`src/logic/c2v_params.svh`:
```
/* raster, picture window, buffer and audio divider constants
   include wherever a block needs the frame geometry or the rates */
`ifndef C2V_PARAMS_SVH
`define C2V_PARAMS_SVH

// full 720p frame including blanking
`define C2V_TOTAL_W 1650
`define C2V_TOTAL_H 750

// 3x scaled console picture, 768 x 672
`define C2V_PIC_X0 256
`define C2V_PIC_X1 1024
`define C2V_PIC_Y0 24
`define C2V_PIC_Y1 696

// ring of 16 console lines
`define C2V_LINES_LOG2 4
`define C2V_VISIBLE_LINES 224

// 74.25 MHz pixel clock divided down to ~32 kHz release and 48 kHz clock
`define C2V_AUDIO_IN_DIV 2320
`define C2V_AUDIO_OUT_HALF 773
`define C2V_FIFO_LOG2 2

`define C2V_BORDER 24'h303030

// console lines that trigger and re-arm frame sync
`define C2V_SYNC_LINE 2
`define C2V_SYNC_CLEAR_LINE 200

`endif
```
`src/logic/c2v_pkg.sv`:
```
/* shared types for the console-to-720p video and audio bridge
   every block refers to these by scoped name */
`default_nettype none

package c2v_pkg;

    // console pixel, blue in the top bits, red in the low five
    typedef logic [14:0] rgb15_t;
    // output pixel, red / green / blue, 8 bits each
    typedef logic [23:0] rgb24_t;

    typedef logic [10:0] raster_x_t;
    typedef logic [9:0]  raster_y_t;

    // 4 line bits on top of 8 column bits
    typedef logic [11:0] buf_addr_t;

    typedef logic [15:0] sample_t;

    typedef struct packed {
        sample_t left;
        sample_t right;
    } stereo_t;

    // console video inputs as seen in the pixel clock domain
    typedef struct packed {
        logic       strobe;
        logic       hblank;
        logic       vblank;
        rgb15_t     color;
        logic [8:0] xs;
        // bit 8 carries the field, low bits the line
        logic [8:0] ys;
    } console_dot_t;

    typedef struct packed {
        raster_x_t x;
        raster_y_t y;
    } raster_pos_t;

    typedef enum logic [1:0] {
        sync_running,
        sync_paused,
        sync_done
    } sync_state_t;

endpackage

`default_nettype wire

```
`src/logic/dot_capture.sv`:
```
/* turns console dot strobes into line buffer writes
   lines are stored modulo 16, pixels at half the xs resolution */
`timescale 1ns/10ps
`default_nettype none

`include "c2v_params.svh"

module dot_capture (
    input  wire                   clk_pixel,
    input  wire                   resetn,
    input  c2v_pkg::console_dot_t dot,
    output logic                  wr_en,
    output c2v_pkg::buf_addr_t    wr_addr,
    output c2v_pkg::rgb15_t       wr_data
);

    logic strobe_q;
    logic strobe_rise;
    logic in_picture;

    // previous strobe level for edge detect
    always_ff @(posedge clk_pixel) begin
        if (resetn) begin
            strobe_q <= 1'b0;
        end else begin
            strobe_q <= dot.strobe;
        end
    end

    assign strobe_rise = dot.strobe & ~strobe_q;

    // only lines the console actually draws, field bit ignored
    assign in_picture = ~dot.hblank & ~dot.vblank &
                        (dot.ys[7:0] < 8'(`C2V_VISIBLE_LINES));

    // write strobe, one cycle after the rising edge
    always_ff @(posedge clk_pixel) begin
        if (resetn) begin
            wr_en <= 1'b0;
        end else begin
            wr_en <= strobe_rise & in_picture;
        end
    end

    // address and colour captured with the edge
    always_ff @(posedge clk_pixel) begin
        if (strobe_rise) begin
            // xs counts half dots, so bit 0 is dropped
            wr_addr <= {dot.ys[`C2V_LINES_LOG2-1:0], dot.xs[8:1]};
            wr_data <= dot.color;
        end
    end

endmodule

`default_nettype wire

```
`config.mk`:
```
export PLATFORM = sky130hd
export DESIGN_NAME = dot_capture
export DESIGN_NICKNAME = d
export VERILOG_FILES = /design/src/logic/c2v_pkg.sv /design/src/logic/dot_capture.sv
export VERILOG_INCLUDE_DIRS = /design/src /design/src/logic
export SDC_FILE = /design/constraint.sdc
export NUM_CORES = 1
export LEC_CHECK = 0
export BUFFER_PORTS_ARGS = -buffer_cell sky130_fd_sc_hd__buf_2
export CORE_MARGIN = 2
export CORE_UTILIZATION = 41
export CTS_CLUSTER_SIZE = 24
export DETAILED_ROUTE_END_ITERATION = 10
export PLACE_DENSITY_LB_ADDON = 0.1
export SLEW_MARGIN = 20
export SYNTH_ARGS = -nofsm -noshare
export SYNTH_HDL_FRONTEND = slang
export SYNTH_SLANG_ARGS = --single-unit
```
`constraint.sdc`:
```
create_clock -name clk_pixel -period 2.39 [get_ports clk_pixel]
set_input_delay 0 -clock clk_pixel [delete_from_list [all_inputs] [get_ports clk_pixel]]
set_output_delay 0 -clock clk_pixel [all_outputs]
set_load 0.1 [all_outputs]
```
-- Word-level counts from Yosys, hierarchy flattened
Index checks and enable logic that the tools add are counted.
W data, S select, Z words.
- order comparisons: 1
- bitwise logic cells: 7
- operators by type and width (kind ; count):
    $lt A8 B8 Y1 const B ; 1
    $and A1 B1 Y1 ; 4
    $not A1 Y1 ; 3
- register bits: 29
- output and inout port bits: 28
- logic and storage cells: 12

-- Depth between registers and ports, before layout
- depth after elaboration: 4
- gate-level depth with buffers: 2
- depth with buffers taken out: 2

-- Least setup slack after synthesis
Ideal clock, no wire load.
- kind: register to register
- start: register strobe_q
- end: register wr_addr[0], enable pin
- setup time: 0.390 ns
- arrival time: 1.041 ns
- setup slack: 0.959 ns
- stages on the path, launching flop included: 2
- period minus slack after synthesis: 1.431 ns
- cells stage by stage: dfxtp_1 > nor2b_2
- cells in the longest elaborated chain, start to end: 2
- RTL lines (element ; line ; text):
    start, declared ; dot_capture.sv:17 ; logic strobe_q;
    start signal, assigned ; dot_capture.sv:26 ; strobe_q <= dot.strobe;
    $not A1 Y1 ; dot_capture.sv:30 ; assign strobe_rise = dot.strobe & ~strobe_q;
    $and A1 B1 Y1 ; dot_capture.sv:30 ;
    via strobe_rise ; dot_capture.sv:18 ; logic strobe_rise;
    end signal, assigned ; dot_capture.sv:49 ; wr_addr <= {dot.ys[`C2V_LINES_LOG2-1:0], dot.xs[8:1]};
    end, declared ; dot_capture.sv:13 ; output c2v_pkg::buf_addr_t wr_addr,
The timed path passes the listed nets, and every way through them passes these cells.
A chain may end at the register's enable or synchronous reset.

==> flow_metrics.env <==
export IMPL_yosysSeqAreaShare_pct=95.6
export IMPL_antenna_found_initial=0
export IMPL_netlist_area_um2=890
export IMPL_fin_nets=173
export IMPL_setup_viol_count_final=0
export IMPL_clock_sinks=29
export IMPL_synth_area_top_cells="edfxtp_1 91%, dfxtp_1 4.5%, nor3_2 1.1%"
export IMPL_rsz0062_at_grt="no"
export IMPL_synth_ff_type="edfxtp_1"
export IMPL_cts_tree="built"
export IMPL_synth_edff_count=27
export IMPL_die_height_um=50.6
export IMPL_yosys_register_bits=29
export IMPL_clock_skew_ns=0.00680
export IMPL_criticalPathCategory="input pin to register"
export IMPL_synth_commonest_cells="27 x edfxtp_1, 2 x dfxtp_1"
export IMPL_slew_headroom_pct=67.2
export IMPL_setup_tns_final_ns=0
export IMPL_synthArstFlopShare_pct=0
export IMPL_insertion_delay_ns=0.31
export IMPL_end_kind="register"
export IMPL_maxCapViolCount=0
export IMPL_core_um2=2000
export IMPL_ctsResizeCount=0
export IMPL_grt_total_usage_pct=16.5
export IMPL_io_pins=66
export IMPL_critical_path_max_stage_delay_ns=0.55
export IMPL_synth_top_area_cell="edfxtp_1"
export IMPL_clockRootBuffer="clkbuf_4"
export IMPL_max_slew_worst_pin_slew_ns=0.496
export IMPL_slew_viol_final=0
export IMPL_power_frac_comb_pct=25.3
export IMPL_synth_fp_nets=72
export IMPL_vias=685
export IMPL_crit_top_cell="dlygate4sd3_1"
export IMPL_power_density_nw_per_um2=705
export IMPL_die_x_um=50.6
export IMPL_power_switching_share_pct=32.2
export IMPL_final_cell_count_no_fill=162
export IMPL_path_cells="dlygate4sd3_1 -> buf_2 -> nor3_2 -> dlygate4sd3_1 -> and3_1"
export IMPL_status="finished clean"
export IMPL_io_buffers=62
export IMPL_clk_pin_slew_ns=0.08
export IMPL_drive_gt1_share_pct=52.6
export IMPL_synth_cells=34
export IMPL_post_drt_wl_per_cell_um=11.6
export IMPL_dpl_cell_count=124
export IMPL_ir_worst_vdd_mv=0.535
export IMPL_worstPathRequired_ns=2.65
export IMPL_holdWs_ns=0.00507
export IMPL_setup_slack_ns=1.16
export IMPL_ys_warn_count=0
export IMPL_crit_path_start_kind="input pin"
export IMPL_avgSynthCellArea_um2=26.2
export IMPL_drtIter0Drc=1
export IMPL_antenna_cells=0
export IMPL_first_global_vias=594
export IMPL_p_seq_share_pct=52.6
export IMPL_htree_levels=2
export IMPL_crit_fanout=2
export IMPL_start_util_pct=44.4
export IMPL_ant_nets=0
export IMPL_internal_power_w=0.000764
export IMPL_p_sw_w=0.000362
export IMPL_timing_final_crit_period_ns=1.23
export IMPL_clockBufferDepth=2
export IMPL_cts_setup_buffers=0
export IMPL_globalRouteOverflowTotal=0
export IMPL_vias_per_cell=4.23
export IMPL_arrival_ns=1.49
export IMPL_area_growth_pct=79.5
export IMPL_routed_wl_um=1880
export IMPL_rows=16
export IMPL_final_util_pct=79.8
export IMPL_hp_class="input pin to register"
export IMPL_synth_distinct_cells=7
export IMPL_place_ws_ns=1.33
export IMPL_period_share_pct=51.3
export IMPL_drtPass1Iterations=3
export IMPL_leakage_nw=0.700
export IMPL_drc=0
export IMPL_grt_max_degree=29
export IMPL_p_clk_share_pct=22.1
export IMPL_grt_pass1_wl_um=2810
export IMPL_gp_congestion=0.688
export IMPL_dieArea_um2=2560
export IMPL_num_fill_cells=120
export IMPL_hold_viol_final=0
export IMPL_yosysMostFrequentCell="edfxtp_1"
export IMPL_timing_fmax_mhz=816
export IMPL_cts_made_buffers=5
export IMPL_slowest_stage="dlygate4sd3_1"
export IMPL_yosys_area_top_type_share_pct=91.1
==> worst paths after layout <==
check	slack, ns	end	depth (start not counted)	startpoint
worst min-delay path	0.005	wr_en	3	dot[6]
worst min register to register	0.81	wr_addr[5]	2	strobe_q
worst max-delay path	1.16	wr_en	5	resetn
worst max register to register	1.31	wr_data[5]	2	strobe_q
==> critical path: cells and delay by family <==
kind | cells | cell delay (ns)
buf+inv | 3 | 1.21
simple gates | 2 | 0.29
==> power by group through the flow <==
stage | clock network [W] | registers (W) | logic (W)
finish | 0.000249 | 0.000592 | 0.000285
global route | 0.000278 | 0.000594 | 0.000295
CTS | 0.000253 | 0.000592 | 0.000284
detailed placement | 0 | 0.000603 | 0.000246
global placement | 0 | 0.000603 | 0.000245
floorplan | 0 | 0.000787 | 0.0000107
==> placed cells by master, fill, tap and decap left out <==
cell,synthesis,final
and2b_2,1,1
and3_1,1,1
buf_2,0,62
buf_4,0,1
clkbuf_1,0,1
clkbuf_4,0,5
clkinv_1,0,1
dfxtp_1,2,2
dlygate4sd3_1,0,31
edfxtp_1,27,27
nand3_1,1,1
nor2b_2,1,1
nor3_2,1,1
==> per-layer routing <==
layer,wire length [um],GRT usage [%]
met5,0,0
met4,44,10.8
met3,149,4.46
met2,995,28.9
met1,687,17.1
==> per-stage QoR <==
step                      power (W)  area [um^2]
after floorplan            0.000797          890
after global placement     0.000848         1240
after detailed placement   0.000850         1240
after CTS                   0.00113         1590
after global routing        0.00117         1600
final                       0.00113         1600
==> cells by family after synthesis <==
logic type,after synthesis,synth area share (%)
DFF,29,95.6
and+or+nand+nor,5,4.36
==> layout make-up <==
cell class | count | area (um^2) | area share (%)
Sequential cell | 29 | 851 | 53.3
Clock inverter | 1 | 3.75 | 0.235
Clock buffer | 6 | 41.3 | 2.59
Tap cell | 27 | 33.8 | 2.12
Multi-Input combinational cell | 5 | 38.8 | 2.43
Timing Repair Buffer | 94 | 628 | 39.3
==> repair_timing <==
item | CTS | global route
hold buffers | 30 | 1
endpoints found under the setup margin | 0 | 0
endpoints found under the hold margin | 29 | 1
==> state kept, by name, indices dropped and copies added, names as in the netlist <==
| register | count |
|---|---|
| wr_data | 15 |
| wr_addr | 12 |
| strobe_q | 1 |
| wr_en | 1 |
(Power assumes the default switching activity.)
