**src/logic/c2v_params.svh**
```systemverilog
/* raster, picture window, buffer and audio divider constants
   include wherever a block needs the frame geometry or the rates */
`ifndef C2V_PARAMS_SVH
`define C2V_PARAMS_SVH

// full 720p frame including blanking
`define C2V_TOTAL_W 1650
`define C2V_TOTAL_H 750

// 3x scaled console picture, 768 x 672
`define C2V_PIC_X0 256
`define C2V_PIC_X1 1024
`define C2V_PIC_Y0 24
`define C2V_PIC_Y1 696

// ring of 16 console lines
`define C2V_LINES_LOG2 4
`define C2V_VISIBLE_LINES 224

// 74.25 MHz pixel clock divided down to ~32 kHz release and 48 kHz clock
`define C2V_AUDIO_IN_DIV 2320
`define C2V_AUDIO_OUT_HALF 773
`define C2V_FIFO_LOG2 2

`define C2V_BORDER 24'h303030

// console lines that trigger and re-arm frame sync
`define C2V_SYNC_LINE 2
`define C2V_SYNC_CLEAR_LINE 200

`endif
```
**src/logic/c2v_pkg.sv**
```systemverilog
/* shared types for the console-to-720p video and audio bridge
   every block refers to these by scoped name */
`default_nettype none

package c2v_pkg;

    // console pixel, blue in the top bits, red in the low five
    typedef logic [14:0] rgb15_t;
    // output pixel, red / green / blue, 8 bits each
    typedef logic [23:0] rgb24_t;

    typedef logic [10:0] raster_x_t;
    typedef logic [9:0]  raster_y_t;

    // 4 line bits on top of 8 column bits
    typedef logic [11:0] buf_addr_t;

    typedef logic [15:0] sample_t;

    typedef struct packed {
        sample_t left;
        sample_t right;
    } stereo_t;

    // console video inputs as seen in the pixel clock domain
    typedef struct packed {
        logic       strobe;
        logic       hblank;
        logic       vblank;
        rgb15_t     color;
        logic [8:0] xs;
        // bit 8 carries the field, low bits the line
        logic [8:0] ys;
    } console_dot_t;

    typedef struct packed {
        raster_x_t x;
        raster_y_t y;
    } raster_pos_t;

    typedef enum logic [1:0] {
        sync_running,
        sync_paused,
        sync_done
    } sync_state_t;

endpackage

`default_nettype wire

```
**src/logic/raster_timing.sv**
```systemverilog
/* free-running 1650 x 750 raster scan for the 720p output
   the position is the time base for readout and frame sync */
`timescale 1ns/10ps
`default_nettype none

`include "c2v_params.svh"

module raster_timing (
    input  wire                  clk_pixel,
    input  wire                  resetn,
    output c2v_pkg::raster_pos_t pos
);

    c2v_pkg::raster_x_t x_cnt;
    c2v_pkg::raster_y_t y_cnt;
    logic               x_last;
    logic               y_last;

    // end of line and end of frame markers
    assign x_last = (x_cnt == 11'(`C2V_TOTAL_W - 1));
    assign y_last = (y_cnt == 10'(`C2V_TOTAL_H - 1));

    // column counter, one position per clock
    always_ff @(posedge clk_pixel) begin
        if (resetn) begin
            x_cnt <= '0;
        end else if (x_last) begin
            x_cnt <= '0;
        end else begin
            x_cnt <= x_cnt + 11'd1;
        end
    end

    // line counter only moves on the column wrap
    always_ff @(posedge clk_pixel) begin
        if (resetn) begin
            y_cnt <= '0;
        end else if (x_last) begin
            if (y_last) begin
                y_cnt <= '0;
            end else begin
                y_cnt <= y_cnt + 10'd1;
            end
        end
    end

    assign pos.x = x_cnt;
    assign pos.y = y_cnt;

endmodule

`default_nettype wire

```
**config.mk**
```make
export PLATFORM = sky130hd
export DESIGN_NAME = raster_timing
export DESIGN_NICKNAME = d
export VERILOG_FILES = /design/src/logic/c2v_pkg.sv /design/src/logic/raster_timing.sv
export VERILOG_INCLUDE_DIRS = /design/src /design/src/logic
export SDC_FILE = /design/constraint.sdc
export NUM_CORES = 1
export LEC_CHECK = 0
export BUFFER_PORTS_ARGS = -buffer_cell sky130_fd_sc_hd__buf_2
export CAP_MARGIN = 20
export CORE_ASPECT_RATIO = 1.2
export CORE_MARGIN = 2
export CORE_UTILIZATION = 54
export CTS_BUF_LIST = sky130_fd_sc_hd__clkbuf_2
export DETAILED_ROUTE_END_ITERATION = 10
export GPL_TIMING_DRIVEN = 1
export PLACE_DENSITY = 0.8
export SYNTH_ARGS = -nofsm -noshare
export SYNTH_HDL_FRONTEND = slang
export SYNTH_SLANG_ARGS = --single-unit
```
**constraint.sdc**
```tcl
create_clock -name clk_pixel -period 2 [get_ports clk_pixel]
set_input_delay 0.4 -clock clk_pixel [delete_from_list [all_inputs] [get_ports clk_pixel]]
set_output_delay 0.4 -clock clk_pixel [all_outputs]
set_load 0.1 [all_outputs]
```
# ---- Word-level counts from Yosys, hierarchy flattened
# Index checks and enable logic that the tools add are counted.
dict set report word_totals {
  ff_bits 21
  input_bits 2
  out_inout_bits 21
  elab_cells 8
}
dict set report op_classes {
  addsub 2
  eq_ne 2
  n_mux 1
  reduce_logical 1
}
# cell count
set op_table {}
lappend op_table {{adder 11 x 1 -> 11 bit (second input constant)} 1}
lappend op_table {{equality test 11 bit (second input constant)} 1}
lappend op_table {{adder 10 x 1 -> 10 bit (second input constant)} 1}
lappend op_table {{equality test 10 bit (second input constant)} 1}
lappend op_table {{2-to-1 mux 10 bit} 1}
lappend op_table {{OR reduction 2 bit} 1}

# ---- Longest topological paths before layout
dict set report depth {
  ltp_word 2
  depth_mapped 8
  mapped_depth_nobuf 6
}

# ---- Least setup slack after synthesis
# Ideal clock, no wire load.
dict set report synth_timing {
  path_kind {register -> register}
  startpoint {reg x_cnt[0]}
  endpoint {reg y_cnt[7]}
  setup_time_ps 72
  arrival_ps 2344
  required_ps 1928
  setup_slack_ps -416
  stages_incl_launch_ff 7
  path_buffers 1
  period_less_slack_ps 2416
  cell_sequence {dfxtp_1 > ha_1 > and4bb_1 > nand3_2 > buf_6 > or4b_1 > a21oi_1}
}
dict set report synth_via {
  elab_chain_len 1
}
# element line_no
set synth_rtl {}
lappend synth_rtl {{start, declared} raster_timing.sv:14} ;# c2v_pkg::raster_x_t x_cnt;
lappend synth_rtl {{start signal, assigned} raster_timing.sv:30} ;# x_cnt <= x_cnt + 11'd1;
lappend synth_rtl {{equality test 11 bit} raster_timing.sv:20} ;# assign x_last = (x_cnt == 11'(`C2V_TOTAL_W - 1));
lappend synth_rtl {{end signal, assigned} raster_timing.sv:42} ;# y_cnt <= y_cnt + 10'd1;
lappend synth_rtl {{end, declared} raster_timing.sv:15} ;# c2v_pkg::raster_y_t y_cnt;
# No other way between the ends.
# A chain may end at the register's enable or synchronous reset.

# ---- Worst setup path in the final report
dict set report layout_timing {
  startpoint {reg x_cnt[0]}
  endpoint {reg y_cnt[9]}
}
# Same word-level chain as after synthesis.

==> results by group <==
Logic synthesis
  – Post-synth EDFFs: 0
  – Synth cell types: 30
  – Synthesized area: slightly below 1000 sq um
  – Avg Cell Area, Syn: just over 9 sq um
  – Ys flop type: dfxtp_1
  – Synth warn: 0
  – #FFs+latches synth: 21
  – Synth Instances: 109
  – Proportion of synthesized chip area in sequential cells: between 40% and 50%
  – Async S/R FF share, synth: 0%
  – Post-Syn Nets: ~120

Pwr
  – Leak: between 0.4 and 0.5 nW
  – P per Cell Area: slightly below 600 nW/um^2
  – Maximum VDD drop: just under 400 uV

Clock tree
  – Reg clk slew, reported paths: between 0.15 and 0.2 ns
  – Post-CTS Setup Bufs: 0
  – CTS Sinks: 21
  – Root buffer cell: clkbuf_2
  – CTS buffer count: 3
  – H-tree depth: 1
  – Hold_buf cts: 0
  – Max clock buf depth: 2
  – CTS tree: built
  – Resize count post-CTS: 0
  – Clk_lat worst skew: roughly 0.31 ns

Finish
  – Area grow syn2layout: 16.48%
  – Most common cell after layout, fill and taps aside: buf_2
  – Post-layout util: about two thirds
  – Inserted Diodes: 0
  – Final design instance area without fill: roughly 1100 sq um
  – Non-Filler Instances: between 150 and 200
  – Highest-count cells in the layout ignoring fill and taps: 22 x buf_2, 17 x nor2_1, 14 x dfxtp_2
  – Fraction of layout cells with a size suffix above 1: 32.84%
  – Fillers: roughly 130
  – Final Net Count: roughly 140

Hold path
  – Hold Path Depth: 2
  – Hold endpoint: y_cnt[1]
  – Min-delay src: resetn
  – Worst hold path class: primary input to flop

Setup path
  – CP max FO: 11
  – CP peak stage delay: around 0.55 ns
  – R2R Path Start: x_cnt[0]
  – Setup slack, reg-to-reg: between 0.2 and 0.25 ns
  – Top delay family on crit path: simple AND/OR/NAND/NOR gates
  – Worst path bufs/invs: 0
  – R2r worst-path depth: 5
  – CP Data Required Time: roughly 2.3 ns
  – CP max-delay cell: or4b_1
  – R2R Path End: y_cnt[9]
  – Worst Setup End Kind: flop
  – Critical path class: flop to flop
  – CP Data Arrival Time: about 2 ns
  – CP Cell Sequence: ha_1, and4bb_1, nand3_2, or4b_1, a21oi_1
  – Crit path launch type: flop

Job
  – Maxcap violations: 0

STA
  – Final hold violations: 0
  – Final setup violation count: 0
  – Final Max Tran Viols: 0
  – Post-layout min period: 1.794 ns
  – Max Fclk: ~560 MHz
  – Max_slew headroom: around two thirds
  – Unrepaired setup endpoints after global routing: false
  – Period utilization: approximately 90%
  – Worst-Margin Slew: just under 0.5 ns
  – Layout Skew: 0.006424 ns

Floorplan
  – Rows: 16
  – Starting density of the core: between 50 and 60%
  – Die H: between 50 and 60 um
  – Core area: approximately 1700 sq um
  – Die area: between 2000 and 2500 sq um
  – Num ports: 23
  – Die width: between 40 and 50 um

GRT
  – Congestion Overflow GR: 0
  – Pin count of the biggest net entering global routing: 12
  – GRT Total Usage: about a fifth
  – Initial antenna violation count: 0
  – First-pass GRT wire length: around 3400 um
  – Vias in the first global route: between 700 and 800

Drt
  – WL/cell: 13.04 um
  – DRT iter0 DRCs: 16
  – Avg Vias per Cell: 5.776
  – Post-route ant nets: 0
  – Initial DRT Pass Iterations: 5
  – DRC viols: 0
  – Via count: between 800 and 900
  – Routed WL: 1982 um

Placed design
  – Post-Place Cell Area: approximately 1100 sq um
  – GP Congestion: 0.7990
  – Post-DP HPWL: around 1500 um
  – Placed Cells: 148
  – Port bufs: 22

Outcome
  – Status: completed
-- through the flow --
stage | worst slack, ns | power [mW] | setup TNS (ns) | hold WS [ns]
after global placement | 0.3105 | 0.5006 | 0 | 0.4410
final | 0.2059 | 0.6713 | 0 | 0.2282
after floorplan | -0.05036 | 0.4899 | -0.05036 | 0.4617
after CTS | 0.2038 | 0.6814 | 0 | 0.2095
after global routing | 0.08023 | 0.6984 | 0 | 0.2040
after detailed placement | 0.2445 | 0.5027 | 0 | 0.4565
-- worst reg2reg max path, cell delays in order, from the launching register on --
cell,delay (ns)
dfxtp_2,0.42
ha_1,0.16
and4bb_1,0.26
nand3_2,0.21
or4b_1,0.55
a21oi_1,0.15
-- flip-flops by register name (all words and copies together) (netlist names) --
| register | cells |
|---|---|
| x_cnt | 11 |
| y_cnt | 10 |
-- layout make-up --
cell class	instances	area [sq um]	area share (%)
sequential	21	437.9	38.08
inverter	4	15.01	1.306
clock buffer	4	20.02	1.741
multi-input combinational	82	536.8	46.68
timing repair buffer	23	117.6	10.23
tap	18	22.52	1.959
-- metal layers --
metal	GRT usage, %	share of wire (%)	up-vias
met1	27.39	46	404
li1	-	-	439
met3	2.827	6.1	2
met4	6.061	0.61	0
met2	33.08	48	33
met5	0	0	-
-- synthesized netlist by cell type, types with 3 or more instances --
cell	n	area share, %
dfxtp_1	21	43
nor2_1	17	6.5
a21oi_1	7	3.5
xor2_1	7	6.2
nand2_1	6	2.3
nand3_1	6	3.0
nand4_1	5	3.2
xnor2_1	5	4.4
ha_1	4	5.1
inv_1	4	1.5
and3_1	3	1.9
o31ai_1	3	2.3
-- worst max-delay path by stage --
stage                    end  cells after the start     start  slack [ns]
finish              y_cnt[9]                      5  x_cnt[0]        0.21
global route        y_cnt[9]                      5  x_cnt[0]        0.08
CTS                 y_cnt[9]                      5  x_cnt[0]        0.20
detailed placement  y_cnt[9]                      6  x_cnt[1]        0.24
global placement    y_cnt[7]                      5  x_cnt[0]        0.31
floorplan           y_cnt[7]                      6  x_cnt[0]       -0.05
-- logic make-up after synthesis --
logic type / synth area share (%)
xor gates and xnor gates: 10.65
DFF: 42.59
buffers and inverters: 3.041
AOI/OAI and AO/OA: 8.872
adders and majority gates: 5.070
and+or+nand+nor: 29.79
-- power breakdown --
group | switching, mW | internal, mW | total, mW
clock | 0.125 | 0.0530 | 0.178
combinational | 0.0504 | 0.0114 | 0.0619
sequential | 0.00734 | 0.425 | 0.432
total | 0.182 | 0.489 | 0.671
No activity file was read; power rests on OpenSTA's default activity.
