### config.mk
export PLATFORM = sky130hd
export DESIGN_NAME = frame_sync
export DESIGN_NICKNAME = d
export VERILOG_FILES = /design/src/logic/c2v_pkg.sv /design/src/logic/frame_sync.sv
export VERILOG_INCLUDE_DIRS = /design/src /design/src/logic
export SDC_FILE = /design/constraint.sdc
export NUM_CORES = 1
export LEC_CHECK = 0
export BUFFER_PORTS_ARGS = -buffer_cell sky130_fd_sc_hd__buf_2
export CAP_MARGIN = 20
export CORE_AREA = 5 5 42 44
export CTS_CLUSTER_SIZE = 24
export DETAILED_ROUTE_END_ITERATION = 8
export DIE_AREA = 0 0 47 49
export GPL_ROUTABILITY_DRIVEN = 0
export GPL_TIMING_DRIVEN = 0
export PLACE_DENSITY = 0.56
export REMOVE_ABC_BUFFERS = 1
export SKIP_CTS_REPAIR_TIMING = 1
export SLEW_MARGIN = 5
export SYNTH_ARGS = -nofsm -noshare
export SYNTH_HDL_FRONTEND = slang
export SYNTH_SLANG_ARGS = --single-unit
### constraint.sdc
create_clock -name clk_pixel -period 1.1 [get_ports clk_pixel]
set_input_delay 0.11 -clock clk_pixel [delete_from_list [all_inputs] [get_ports clk_pixel]]
set_output_delay 0.11 -clock clk_pixel [all_outputs]
set_load 0.01 [all_outputs]
### src/logic/c2v_params.svh
/* raster, picture window, buffer and audio divider constants
   include wherever a block needs the frame geometry or the rates */
`ifndef C2V_PARAMS_SVH
`define C2V_PARAMS_SVH

// full 720p frame including blanking
`define C2V_TOTAL_W 1650
`define C2V_TOTAL_H 750

// 3x scaled console picture, 768 x 672
`define C2V_PIC_X0 256
`define C2V_PIC_X1 1024
`define C2V_PIC_Y0 24
`define C2V_PIC_Y1 696

// ring of 16 console lines
`define C2V_LINES_LOG2 4
`define C2V_VISIBLE_LINES 224

// 74.25 MHz pixel clock divided down to ~32 kHz release and 48 kHz clock
`define C2V_AUDIO_IN_DIV 2320
`define C2V_AUDIO_OUT_HALF 773
`define C2V_FIFO_LOG2 2

`define C2V_BORDER 24'h303030

// console lines that trigger and re-arm frame sync
`define C2V_SYNC_LINE 2
`define C2V_SYNC_CLEAR_LINE 200

`endif
### src/logic/c2v_pkg.sv
/* shared types for the console-to-720p video and audio bridge
   every block refers to these by scoped name */
`default_nettype none

package c2v_pkg;

    // console pixel, blue in the top bits, red in the low five
    typedef logic [14:0] rgb15_t;
    // output pixel, red / green / blue, 8 bits each
    typedef logic [23:0] rgb24_t;

    typedef logic [10:0] raster_x_t;
    typedef logic [9:0]  raster_y_t;

    // 4 line bits on top of 8 column bits
    typedef logic [11:0] buf_addr_t;

    typedef logic [15:0] sample_t;

    typedef struct packed {
        sample_t left;
        sample_t right;
    } stereo_t;

    // console video inputs as seen in the pixel clock domain
    typedef struct packed {
        logic       strobe;
        logic       hblank;
        logic       vblank;
        rgb15_t     color;
        logic [8:0] xs;
        // bit 8 carries the field, low bits the line
        logic [8:0] ys;
    } console_dot_t;

    typedef struct packed {
        raster_x_t x;
        raster_y_t y;
    } raster_pos_t;

    typedef enum logic [1:0] {
        sync_running,
        sync_paused,
        sync_done
    } sync_state_t;

endpackage

`default_nettype wire

### src/logic/frame_sync.sv
/* aligns the console frame to the raster once per frame
   pauses the console on line 2 until the first picture line starts */
`timescale 1ns/10ps
`default_nettype none

`include "c2v_params.svh"

module frame_sync (
    input  wire                  clk_pixel,
    input  wire                  resetn,
    input  c2v_pkg::raster_pos_t pos,
    input  wire [8:0]            console_line,
    input  wire                  snes_refresh,
    output logic                 pause_console
);

    // first 100 columns of the first picture line
    localparam int first_span = 100;

    c2v_pkg::sync_state_t state;
    logic                 first_line;

    always_ff @(posedge clk_pixel) begin
        if (resetn) begin
            first_line <= 1'b0;
        end else begin
            first_line <= (pos.y == 10'(`C2V_PIC_Y0)) &&
                          (pos.x >= 11'(`C2V_PIC_X0)) &&
                          (pos.x < 11'(`C2V_PIC_X0 + first_span));
        end
    end

    always_ff @(posedge clk_pixel) begin
        if (resetn) begin
            state <= c2v_pkg::sync_running;
        end else begin
            case (state)
                // hold the console during its refresh slot
                c2v_pkg::sync_running:
                    if (console_line[7:0] == 8'(`C2V_SYNC_LINE) && snes_refresh) begin
                        state <= c2v_pkg::sync_paused;
                    end
                // raster caught up, let the console go
                c2v_pkg::sync_paused:
                    if (first_line) begin
                        state <= c2v_pkg::sync_done;
                    end
                // re-arm late in the console frame
                c2v_pkg::sync_done:
                    if (console_line[7:0] == 8'(`C2V_SYNC_CLEAR_LINE)) begin
                        state <= c2v_pkg::sync_running;
                    end
                default:
                    state <= c2v_pkg::sync_running;
            endcase
        end
    end

    assign pause_console = (state == c2v_pkg::sync_paused);

endmodule

`default_nettype wire

# Word-level counts from Yosys, hierarchy flattened
# Cells that the tools add are included.
[word_totals] regBits=3
[classes] magnitude_cmp=2 n_eq_ne=8 muxes=4 n_reduce_logical=5
[ops] operator="$ge A11 B9 Y1 const B" count=1
[ops] operator="$lt A11 B9 Y1 const B" count=1
[ops] operator="$eq A10 B5 Y1 const B" count=1
[ops] operator="$eq A8 B2 Y1 const B" count=1
[ops] operator="$eq A8 B8 Y1 const B" count=1
[ops] operator="$mux W2" count=3
[ops] operator="$pmux W2 S3" count=1
[ops] operator="$ne A2 B2 Y1 const B" count=2
[ops] operator="$logic_and A1 B1 Y1" count=3
[ops] operator="$reduce_and A3 Y1" count=1
[ops] operator="$eq A2 B1 Y1 const B" count=1
[ops] operator="$eq A2 B2 Y1 const B" count=1
[ops] operator="$logic_not A2 Y1" count=1
[ops] operator="$ne A2 B1 Y1 const B" count=1

# Longest topological paths before layout
[depth] word_depth=4 ltp_mapped=3

# Worst setup path after synthesis
# Ideal clock, no wire load.
[synth_timing] path_type="register to register" start="reg state[0]" end="reg state[1]" arrival_ns=0.818 required_ns=1.042 slack_ns=0.224 stages_incl_launch_ff=4 path_buffers=0 synth_period_minus_slack_ns=0.876 path_cell_list="dfxtp_1 nor2b_1 and2_0 o21ba_1"
[synth_between] elab_chain_len=3 elab_cells_between_ends=8 cone_classes="eq/ne: 5; mux: 1; reduce/logical: 2"
[synth_rtl] item="start: declaration" line_no="frame_sync.sv:20" text="c2v_pkg::sync_state_t state;"
[synth_rtl] item="start signal: assignment" line_no="frame_sync.sv:35" text="state <= c2v_pkg::sync_running;"
[synth_rtl] item="start signal: assignment" line_no="frame_sync.sv:41" text="state <= c2v_pkg::sync_paused;"
[synth_rtl] item="start signal: assignment" line_no="frame_sync.sv:46" text="state <= c2v_pkg::sync_done;"
[synth_rtl] item="$eq A2 B1 Y1 *"
[synth_rtl] item="net pause_console" line_no="frame_sync.sv:14" text="output logic pause_console"
[synth_rtl] item="$ne A2 B1 Y1 (no source line)"
[synth_rtl] item="$reduce_and A3 Y1 (no source line)"
# Mark *: on every way through the listed nets, which the timed path passes. The rest lies on a longest branch.
# A chain may end at the register's enable or synchronous reset.

# Worst setup path after layout
[layout_timing] start="reg state[0]" end="out pause_console"
[layout_between] elab_chain_len=1
[layout_rtl] item="$eq A2 B1 Y1" line_no="frame_sync.sv:59" text="assign pause_console = (state == c2v_pkg::sync_paused);"
[layout_rtl] item="end: declaration" line_no="frame_sync.sv:14"
# Every way passes these cells.

==> summary.md <==
| Metric | Value |
|---|---|
| Status | `finished, final reports clean` |
| Floorplan row count | `14` |
| Hold Vio Cnt, Final | `0` |
| Via count | `316` |
| Worst r2r src | `state[0]` |
| Finish-stage setup viols | `0` |
| Crit path launch type | `register` |
| Cell Area, Synth | `219 µm²` |
| Hold depth | `2` |
| Comb pwr share | `~18%` |
| RSZ-0062 raised after global routing | `false` |
| Max Slew Vio Count | `0` |
| Clock skew | `3.61 ps` |
| Final net count | `90` |
| Vias per cell | `4.39` |
| Setup WS post-layout | `73.1 ps` |
| First-pass GRT wire length | `1100 µm` |
| CTS tree | `done` |
| Core region area | `1400 µm²` |
| Share of cells above drive strength 1 | `64.3%` |
| Initial drt markers | `3` |
| Total CTS buffers | `3` |
| Worst skew pair latency | `230 ps` |
| Layout area overhead | `89.7%` |
| Actual slew at the worst max-slew pin | `315 ps` |
| CP Max Fanout | `4` |
| Leak | `0.206 nW` |
| Power per Cell Area | `around 890 nW/µm²` |
| Post-synthesis sequential area ratio | `a little over a quarter` |
| Boundary pin count | `34` |
| CP Capture Type | `output pin` |
| Synth unique cells | `15` |
| WL final | `699 µm` |
| Die area | `between 2000 and 2500 µm²` |
| Setup TNS | `0 ps` |
| CTS Buffer Depth | `2` |
| Hold Startpoint | `pos[15]` |
| Cell area after layout | `415 µm²` |
| Maximum VDD drop | `0.000367 V` |
| Required time worst endpoint | `990 ps` |
| Syn Inst Count | `22` |
| Min Hold Slack | `57.5 ps` |
| FF+latch count, synth | `3` |
| IO buf count | `30` |
| DIE HEIGHT | `49 µm` |
| Cell area after placement | `389 µm²` |
| Die Wd | `47 µm` |
| GRT Residual Overflow | `0` |
| Clk root buf | `clkbuf_4` |
| Total power | `368 µW` |
| Synthesized area per cell | `9.95 µm²` |
| Minimum clock period after layout | `1030 ps` |
| Flop pwr share | `29.7%` |
| Slew HR | `78.7%` |
| Drc violations | `0` |
| TritonRoute pass-1 iters | `3` |
| Int Power | `around 290 µW` |
| GRT Total Usage | `6.75%` |
| Ant diodes | `0` |
| Yosys warns | `0` |
| Clock power share | `51.9%` |
| Max Cap Violations | `0` |
| Routed wire per std cell | `9.71 µm` |
| Max Fclk | `between 900 and 1000 MHz` |
| Clock slew at reported path FFs | `about 40 ps` |
| Vias in the first global route | `~330` |
| Pin count of the biggest net entering global routing | `5` |
| Starting Density | `15.6%` |
| Worst hold path class | `in2reg` |
| Critical path arrival | `920 ps` |
| Net Switching | `77.6 µW` |
| Worst slack, placed | `166 ps` |
| Antenna Nets Post-Route | `0` |
| Switching share of total power | `21.1%` |
| R2R depth | `3` |
| CTS Sinks | `3` |
| Initial antenna violation count | `0` |
| CP Class | `reg2out` |
| Fin crit share | `roughly 93%` |
| CP startpoint | `state[0]` |
| H-tree depth | `1` |
final timing paths:
| kind | slack, ps | endpoint |
|---|---|---|
| min reg2reg | 580 | state[1] |
| min | 60 | first_line |
| max reg2reg | 160 | state[0] |
| max | 70 | pause_console |
flip-flops by register name, indices dropped and copies added, names as in the netlist:
| register | count |
|---|---|
| first_line | 1 |
| state | 2 |
power groups by stage:
stage / clock network [mW] / logic, mW / registers, mW
floorplan: 0 / 0.0128 / 0.111
global placement: 0 / 0.0673 / 0.111
detailed placement: 0 / 0.0684 / 0.111
CTS: 0.205 / 0.0687 / 0.109
global route: 0.208 / 0.0763 / 0.109
finish: 0.191 / 0.0675 / 0.110
cells in the mapped netlist:
library cell	count	share of area, %
nor3b_1	3	10
a31oi_1	2	5.7
nand2b_1	1	2.9
o21ba_1	1	4.6
nor4b_1	3	12
and4b_1	1	4.6
nor3_2	1	4.6
and2_0	1	2.9
dfxtp_1	3	27
a21oi_2	1	4.0
nor4_1	1	2.9
nor4_4	1	9.7
nor2b_1	1	2.9
nand4_1	1	2.9
or3_1	1	2.9
metrics by stage:
stage	utilization, %	std cells
6_report	29.6	72
5_1_grt	29.6	72
4_1_cts	29.6	72
3_5_place_dp	27.8	68
3_3_place_gp	27.8	68
2_1_floorplan	-	22
routing by layer:
layer,vias to the layer above,global-route usage (%),wire (µm)
met1,134,7.44,231
met4,0,5.53,0
met3,0,2.95,115
met5,-,0,0
li1,159,-,-
met2,23,9.50,352
area by class of cell:
class	instances	area [µm²]
clock buffers	4	26.3
multi-input cells	19	159
well taps	16	20.0
repair buffers	30	150
fillers	160	986
flip-flops and latches	3	60.1
cell usage in the layout, fill, tap and decap left out:
cell / synthesis / final
a21oi_2: 1 / 1
a31oi_1: 2 / 2
and2_0: 1 / 1
and4b_1: 1 / 1
buf_2: 0 / 30
clkbuf_1: 0 / 1
clkbuf_4: 0 / 3
dfxtp_1: 3 / 3
nand2b_1: 1 / 1
nand4_1: 1 / 1
nor2b_1: 1 / 1
nor3_2: 1 / 1
nor3b_1: 3 / 3
nor4_1: 1 / 1
nor4_4: 1 / 1
nor4b_1: 3 / 3
o21ba_1: 1 / 1
or3_1: 1 / 1
worst max-delay path, cell delays in order, from the launching register on:
cell	delay (ps)
dfxtp_1	350
nor2b_1	190
buf_2	160
cells by family (layout without fill, tap and decap cells):
family                 count (synthesis)  count (layout)  synth area share [%]
buffers and inverters                  0              34                     0
AND/OR/NAND/NOR                       15              15                  58.3
flip-flops                             3               3                  27.4
AO/OA/AOI/OAI                          4               4                  14.3
Note: power is estimated with default switching activity, not from simulation.
