File: src/logic/c2v_params.svh
/* raster, picture window, buffer and audio divider constants
   include wherever a block needs the frame geometry or the rates */
`ifndef C2V_PARAMS_SVH
`define C2V_PARAMS_SVH

// full 720p frame including blanking
`define C2V_TOTAL_W 1650
`define C2V_TOTAL_H 750

// 3x scaled console picture, 768 x 672
`define C2V_PIC_X0 256
`define C2V_PIC_X1 1024
`define C2V_PIC_Y0 24
`define C2V_PIC_Y1 696

// ring of 16 console lines
`define C2V_LINES_LOG2 4
`define C2V_VISIBLE_LINES 224

// 74.25 MHz pixel clock divided down to ~32 kHz release and 48 kHz clock
`define C2V_AUDIO_IN_DIV 2320
`define C2V_AUDIO_OUT_HALF 773
`define C2V_FIFO_LOG2 2

`define C2V_BORDER 24'h303030

// console lines that trigger and re-arm frame sync
`define C2V_SYNC_LINE 2
`define C2V_SYNC_CLEAR_LINE 200

`endif
File: src/logic/c2v_pkg.sv
/* shared types for the console-to-720p video and audio bridge
   every block refers to these by scoped name */
`default_nettype none

package c2v_pkg;

    // console pixel, blue in the top bits, red in the low five
    typedef logic [14:0] rgb15_t;
    // output pixel, red / green / blue, 8 bits each
    typedef logic [23:0] rgb24_t;

    typedef logic [10:0] raster_x_t;
    typedef logic [9:0]  raster_y_t;

    // 4 line bits on top of 8 column bits
    typedef logic [11:0] buf_addr_t;

    typedef logic [15:0] sample_t;

    typedef struct packed {
        sample_t left;
        sample_t right;
    } stereo_t;

    // console video inputs as seen in the pixel clock domain
    typedef struct packed {
        logic       strobe;
        logic       hblank;
        logic       vblank;
        rgb15_t     color;
        logic [8:0] xs;
        // bit 8 carries the field, low bits the line
        logic [8:0] ys;
    } console_dot_t;

    typedef struct packed {
        raster_x_t x;
        raster_y_t y;
    } raster_pos_t;

    typedef enum logic [1:0] {
        sync_running,
        sync_paused,
        sync_done
    } sync_state_t;

endpackage

`default_nettype wire

File: src/logic/scale3_readout.sv
/* 3x scaler from the line buffer onto the 720p raster
   two-cycle pipeline, grey outside the picture, overlay replaces pixels */
`timescale 1ns/10ps
`default_nettype none

`include "c2v_params.svh"

module scale3_readout (
    input  wire                  clk_pixel,
    input  wire                  resetn,
    input  c2v_pkg::raster_pos_t pos,
    input  c2v_pkg::rgb15_t      rd_data,
    input  wire                  overlay,
    input  c2v_pkg::rgb15_t      overlay_color,
    output c2v_pkg::buf_addr_t   rd_addr,
    output c2v_pkg::rgb24_t      rgb
);

    c2v_pkg::raster_x_t x_off;
    c2v_pkg::raster_y_t y_off;
    logic [7:0]         console_x;
    logic [7:0]         console_y;
    logic               in_window;
    logic               in_window_q;
    c2v_pkg::rgb15_t    pixel;

    // 5-bit channels to 8 bits, low bits zero, reordered to r/g/b
    function automatic c2v_pkg::rgb24_t expand(input c2v_pkg::rgb15_t c);
        expand = {c[4:0], 3'b000, c[9:5], 3'b000, c[14:10], 3'b000};
    endfunction

    // offset inside the picture, then constant divide by three
    assign x_off     = pos.x - 11'(`C2V_PIC_X0);
    assign y_off     = pos.y - 10'(`C2V_PIC_Y0);
    assign console_x = 8'(x_off / 11'd3);
    assign console_y = 8'(y_off / 10'd3);

    assign in_window = (pos.x >= 11'(`C2V_PIC_X0)) && (pos.x < 11'(`C2V_PIC_X1)) &&
                       (pos.y >= 10'(`C2V_PIC_Y0)) && (pos.y < 10'(`C2V_PIC_Y1));

    // issued in the same cycle as the position
    assign rd_addr = {console_y[`C2V_LINES_LOG2-1:0], console_x};

    // window flag follows the buffer read latency
    always_ff @(posedge clk_pixel) begin
        if (resetn) begin
            in_window_q <= 1'b0;
        end else begin
            in_window_q <= in_window;
        end
    end

    // overlay sampled alongside the returned buffer word
    assign pixel = overlay ? overlay_color : rd_data;

    always_ff @(posedge clk_pixel) begin
        if (resetn) begin
            rgb <= '0;
        end else if (in_window_q) begin
            rgb <= expand(pixel);
        end else begin
            rgb <= `C2V_BORDER;
        end
    end

endmodule

`default_nettype wire

File: config.mk
export PLATFORM = sky130hd
export DESIGN_NAME = scale3_readout
export DESIGN_NICKNAME = d
export VERILOG_FILES = /design/src/logic/c2v_pkg.sv /design/src/logic/scale3_readout.sv
export VERILOG_INCLUDE_DIRS = /design/src /design/src/logic
export SDC_FILE = /design/constraint.sdc
export NUM_CORES = 1
export LEC_CHECK = 0
export ABC_AREA = 1
export BUFFER_PORTS_ARGS = -buffer_cell sky130_fd_sc_hd__buf_4
export CORE_MARGIN = 2
export CORE_UTILIZATION = 50
export CTS_CLUSTER_DIAMETER = 50
export CTS_CLUSTER_SIZE = 25
export DETAILED_ROUTE_END_ITERATION = 12
export PLACE_DENSITY = 0.91
export SLEW_MARGIN = 20
export SYNTH_ARGS = -nofsm -noshare
export SYNTH_HDL_FRONTEND = slang
export SYNTH_SLANG_ARGS = --single-unit
File: constraint.sdc
create_clock -name clk_pixel -period 5.57 [get_ports clk_pixel]
set_input_delay 0 -clock clk_pixel [delete_from_list [all_inputs] [get_ports clk_pixel]]
set_output_delay 0 -clock clk_pixel [all_outputs]
set_load 0.05 [all_outputs]
## Word-level counts from Yosys, hierarchy flattened

Index checks and enable logic that the tools add are counted.

| storage, ports and cells | value |
|---|---|
| output and inout port bits | 36 |
| word-level logic and storage cells | 18 |
| bits in registers | 25 |

| cells by class | value |
|---|---|
| div/mod/pow operators | 2 |
| add/sub/neg operators | 2 |
| mux-type cells | 2 |
| bitwise operators | 1 |
| reduce and logical (&&, ||, !) cells | 4 |
| $lt $le $gt $ge | 4 |

Operators with widths:

| cell | number |
|---|---|
| 22-bit 2-to-1 mux | 1 |
| 15-bit 2-to-1 mux | 1 |
| 11-bit by 2-bit divider with 11-bit output, second input constant | 1 |
| 11-bit by 9-bit >= comparator with 1-bit output, second input constant | 1 |
| 11-bit less-than comparator, second input constant | 1 |
| 11-bit by 9-bit subtractor with 11-bit output, second input constant | 1 |
| 10-bit by 2-bit divider with 10-bit output, second input constant | 1 |
| 10-bit by 5-bit >= comparator with 1-bit output, second input constant | 1 |
| 10-bit less-than comparator, second input constant | 1 |
| 10-bit by 5-bit subtractor with 10-bit output, second input constant | 1 |
| 1-bit logical AND | 3 |
| 2-bit OR reduction | 1 |
| 1-bit inverter | 1 |

## Longest topological paths before layout

| logic depth | value |
|---|---|
| word-level depth | 4 |
| gate-level depth with buffers | 44 |
| gate-level depth less buffers | 44 |

## Worst setup path after synthesis

Ideal clock, no wire load.

| timing | value |
|---|---|
| path type | input -> output |
| start | input pos[18] in the netlist's numbering |
| end | output rd_addr[0] |
| path slack | 0.359 ns |
| buffers on the path | 0 |
| required time | 5.570 ns |
| data arrival time | 5.211 ns |
| cell stages on the path | 38 |
| cell sequence | inv_1 -> ha_1 -> inv_1 -> nand2_1 -> nand3_1 -> nand2_1 -> nand3_2 -> nand2_2 -> nand3_2 -> nand2_2 -> nand2_4 -> clkinv_2 -> nand3_2 -> nand2_2 -> nand3_4 -> nand3_2 -> nand2_2 -> nand3_4 -> (+2 left out) -> nand2_2 -> inv_2 -> nand3_2 -> nand2_1 -> nand3_2 -> nand3_2 -> nand2_1 -> nand2_1 -> inv_1 -> ha_1 -> inv_1 -> nand3_1 -> nor2_1 -> nand2_1 -> nand2_1 -> nand2_1 -> nand2_1 -> nand4_1 |

| between the ends | value |
|---|---|
| longest elaborated chain between the ends | 2 |

RTL lines:

| element | line | source |
|---|---|---|
| start, declared | scale3_readout.sv:11 | `input c2v_pkg::raster_pos_t pos,` |
| 11-bit by 9-bit subtractor with 11-bit output | scale3_readout.sv:33 | `` assign x_off = pos.x - 11'(`C2V_PIC_X0); `` |
| 11-bit by 2-bit divider with 11-bit output | scale3_readout.sv:35 | `assign console_x = 8'(x_off / 11'd3);` |
| end, declared | scale3_readout.sv:15 | `output c2v_pkg::buf_addr_t rd_addr,` |

Every way passes these cells.

## Worst setup path after layout

Ends and elaborated chain as after synthesis.

==> flow_metrics.py <==
metrics = {
    "critical_path": {
        "max_stage_delay_ns": 0.30,
        "reg2reg_depth": 4,
        "worstSetupPathType": "primary input to output port",
        "cp-end-kind": "output port",
        "cpMostUsedCell": "nand2_1",
        "r2r_slack_ns": 4.52,
        "cp_slowest_cell": "o211ai_1",
        "required_ns": 5.57,
        "cp.arrival_ns": 4.30,
        "crit_path_start_kind": "primary input",
        "cp_num_cells": 38,
        "path_max_fanout": 7,
        "cp_top_family": "simple AND/OR/NAND/NOR gates",
        "crit_buf_inv": 9,
    },
    "cts": {
        "cts-root-buf": "clkbuf_8",
        "clkTransAtPathRegs_ns": 0.06,
        "cts_inserted_buffers": 3,
        "post_cts_resized": 0,
        "clock_latency_ns": 0.24,
        "cts_tree": "yes",
        "hold_buffers": 1,
        "cts_setup_buffers": 0,
        "clock-sinks": 16,
        "cts_max_path_buffers": 2,
        "cts_max_level": 1,
    },
    "pwr": {
        "total_power_mw": 1.18,
        "ir_drop_mv": 0.179,
        "power_density_nw_per_um2": 364,
        "leakagePower_nw": 1.76,
    },
    "global_routing": {
        "overflow": 0,
        "grt_usage": 0.228,
        "grt_pass1_vias": 2663,
        "grt_pass1_wl_um": 10600,
        "antenna_found_initial": 0,
        "grt_max_degree": 17,
    },
    "synthesis": {
        "synth_area_um2": 2560,
        "synth_edf_count": 0,
        "postSynthAreaPerCell_um2": 6.01,
        "seq_area_frac_synth": 0.125,
        "synthCells": 426,
        "synthFlopType": "dfxtp_1",
        "ys_ff_latch": 16,
        "yosysWarnings": 0,
        "synth_async_sr_flop_share": 0,
        "ys_types": 42,
    },
    "min_path": {
        "hold_path_class": "primary input to register",
        "whs_path_depth": 3,
    },
    "drt": {
        "vias": 2924,
        "first_pass_iters": 4,
        "drc": 0,
        "wl_per_cell_um": 11.4,
        "drt_iter0_drc": 121,
        "via_per_inst": 5.09,
        "ant_nets": 0,
        "wl_um": 6560,
    },
    "place": {
        "place.gp.congestion": 0.931,
        "placed_cell_area_um2": 3200,
        "pre_cts_slack_ns": 1.29,
        "portBuffers": 80,
        "dp_hpwl_um": 5560,
        "dp_cells": 571,
    },
    "timing": {
        "fin_skew_ns": 0.00327,
        "setup-violations-final": 0,
        "rsz0062_at_grt": "no",
        "maxClockFrequency_mhz": 233,
        "whs_ns": 0.0111,
        "min_period_ns": 4.30,
        "fin_ws_ns": 1.27,
        "drv_slew": 0,
        "tns_ns": 0,
        "period_share": 0.772,
        "hold_violations": 0,
    },
    "die": {
        "core_um2": 5010,
        "dieArea_um2": 5710,
        "pin_count": 90,
        "die_w_um": 75.6,
        "core.rowCount": 26,
        "die_h_um": 75.6,
        "start_util": 0.511,
    },
    "job": {
        "maxCapViolCount": 0,
    },
    "finish": {
        "stdcell_area_um2": 3250,
        "final_core_util": 0.648,
        "drive_gt1_frac": 0.301,
        "syn2layout_area_growth_pct": 26.8,
        "final_nets": 569,
        "n_antenna_cell": 0,
        "finalNonFillerCells": 575,
    },
    "status": {
        "status": "finished clean",
    },
}
layer usage:
metal  share of wire  track usage  routed length, um  vias to the layer above
met5               0            0                  0                        -
met4           0.019       0.0760                126                        0
met3           0.056       0.0198                368                       14
met2            0.51        0.442               3320                       89
met1            0.42        0.259               2740                     1296
li1                -            -                  -                     1525
worst register-to-register path, cell delays in order, from the launching register on:
cell and delay (ns):
dfxtp_1 0.30, inv_1 0.10, nor2_1 0.11, clkinv_1 0.24, a21oi_1 0.22
path summary, 6_finish.rpt:
| check | from | end |
|---|---|---|
| worst min register to register | in_window_q$_SDFF_PP0_ | rgb[5]$_SDFF_PP0_ |
| worst min-delay path | rd_data[9] | rgb[15]$_SDFF_PP0_ |
| worst max-delay path | pos[18] | rd_addr[0] |
| worst max register to register | in_window_q$_SDFF_PP0_ | rgb[6]$_SDFF_PP0_ |
registers in the layout, summed over array words and instances (netlist names):
name         flops
rgb             15
in_window_q      1
cells in the mapped netlist, drive strengths merged, types with 2 or more instances:
library cell | n | area (um2)
a21oi | 33 | 176
a31oi | 2 | 12.5
and2 | 2 | 12.5
buf | 9 | 67.6
clkbuf | 4 | 15.0
clkinv | 3 | 12.5
dfxtp | 16 | 320
ha | 8 | 100
inv | 61 | 229
nand2 | 145 | 622
nand3 | 47 | 370
nand4 | 18 | 119
nor2 | 36 | 200
nor3 | 3 | 20.0
nor4 | 2 | 12.5
o211ai | 2 | 15.0
o21ai | 13 | 68.8
o21bai | 2 | 15.0
xor2 | 11 | 104
final cells by class:
class | instances | area, um2
multi-input cells | 341 | 1950
clock buffers | 3 | 41.3
well taps | 70 | 87.6
fillers | 474 | 1760
inverters | 64 | 241
repair buffers | 81 | 611
flip-flops and latches | 16 | 320
kinds of logic (layout without fill, tap and decap cells):
kind of cell / after synthesis / in the layout / synth area share
AO/OA/AOI/OAI: 58 / 58 / 0.131
XOR/XNOR: 12 / 12 / 0.0440
adder cells (fa/ha/maj): 8 / 8 / 0.0391
buffers and inverters: 77 / 148 / 0.127
flip-flops: 16 / 16 / 0.125
other: 1 / 9 / 0.00146
AND/OR/NAND/NOR: 254 / 254 / 0.532
power by group:
group / total, mW / internal, mW / switching (mW)
clock: 0.0830 / 0.0478 / 0.0352
combinational: 0.979 / 0.313 / 0.666
sequential: 0.120 / 0.119 / 0.00110
layout by cell type (no fill, tap or decap), types with 3 or more instances in the layout:
cell        n
a21oi_2     3
buf_4      80
inv_2       9
nand2_1   124
a21oi_1    30
nand2_4     5
nand2_2    16
inv_1      52
clkbuf_8    3
conb_1      9
nand3_2    12
xor2_1     10
o21ai_0    11
nor2_4      7
nand3_4     6
nor2_1     24
nor2_2      5
dfxtp_1    16
nand3_1    29
nand4_1    17
ha_1        8
(Power assumes the default switching activity.)
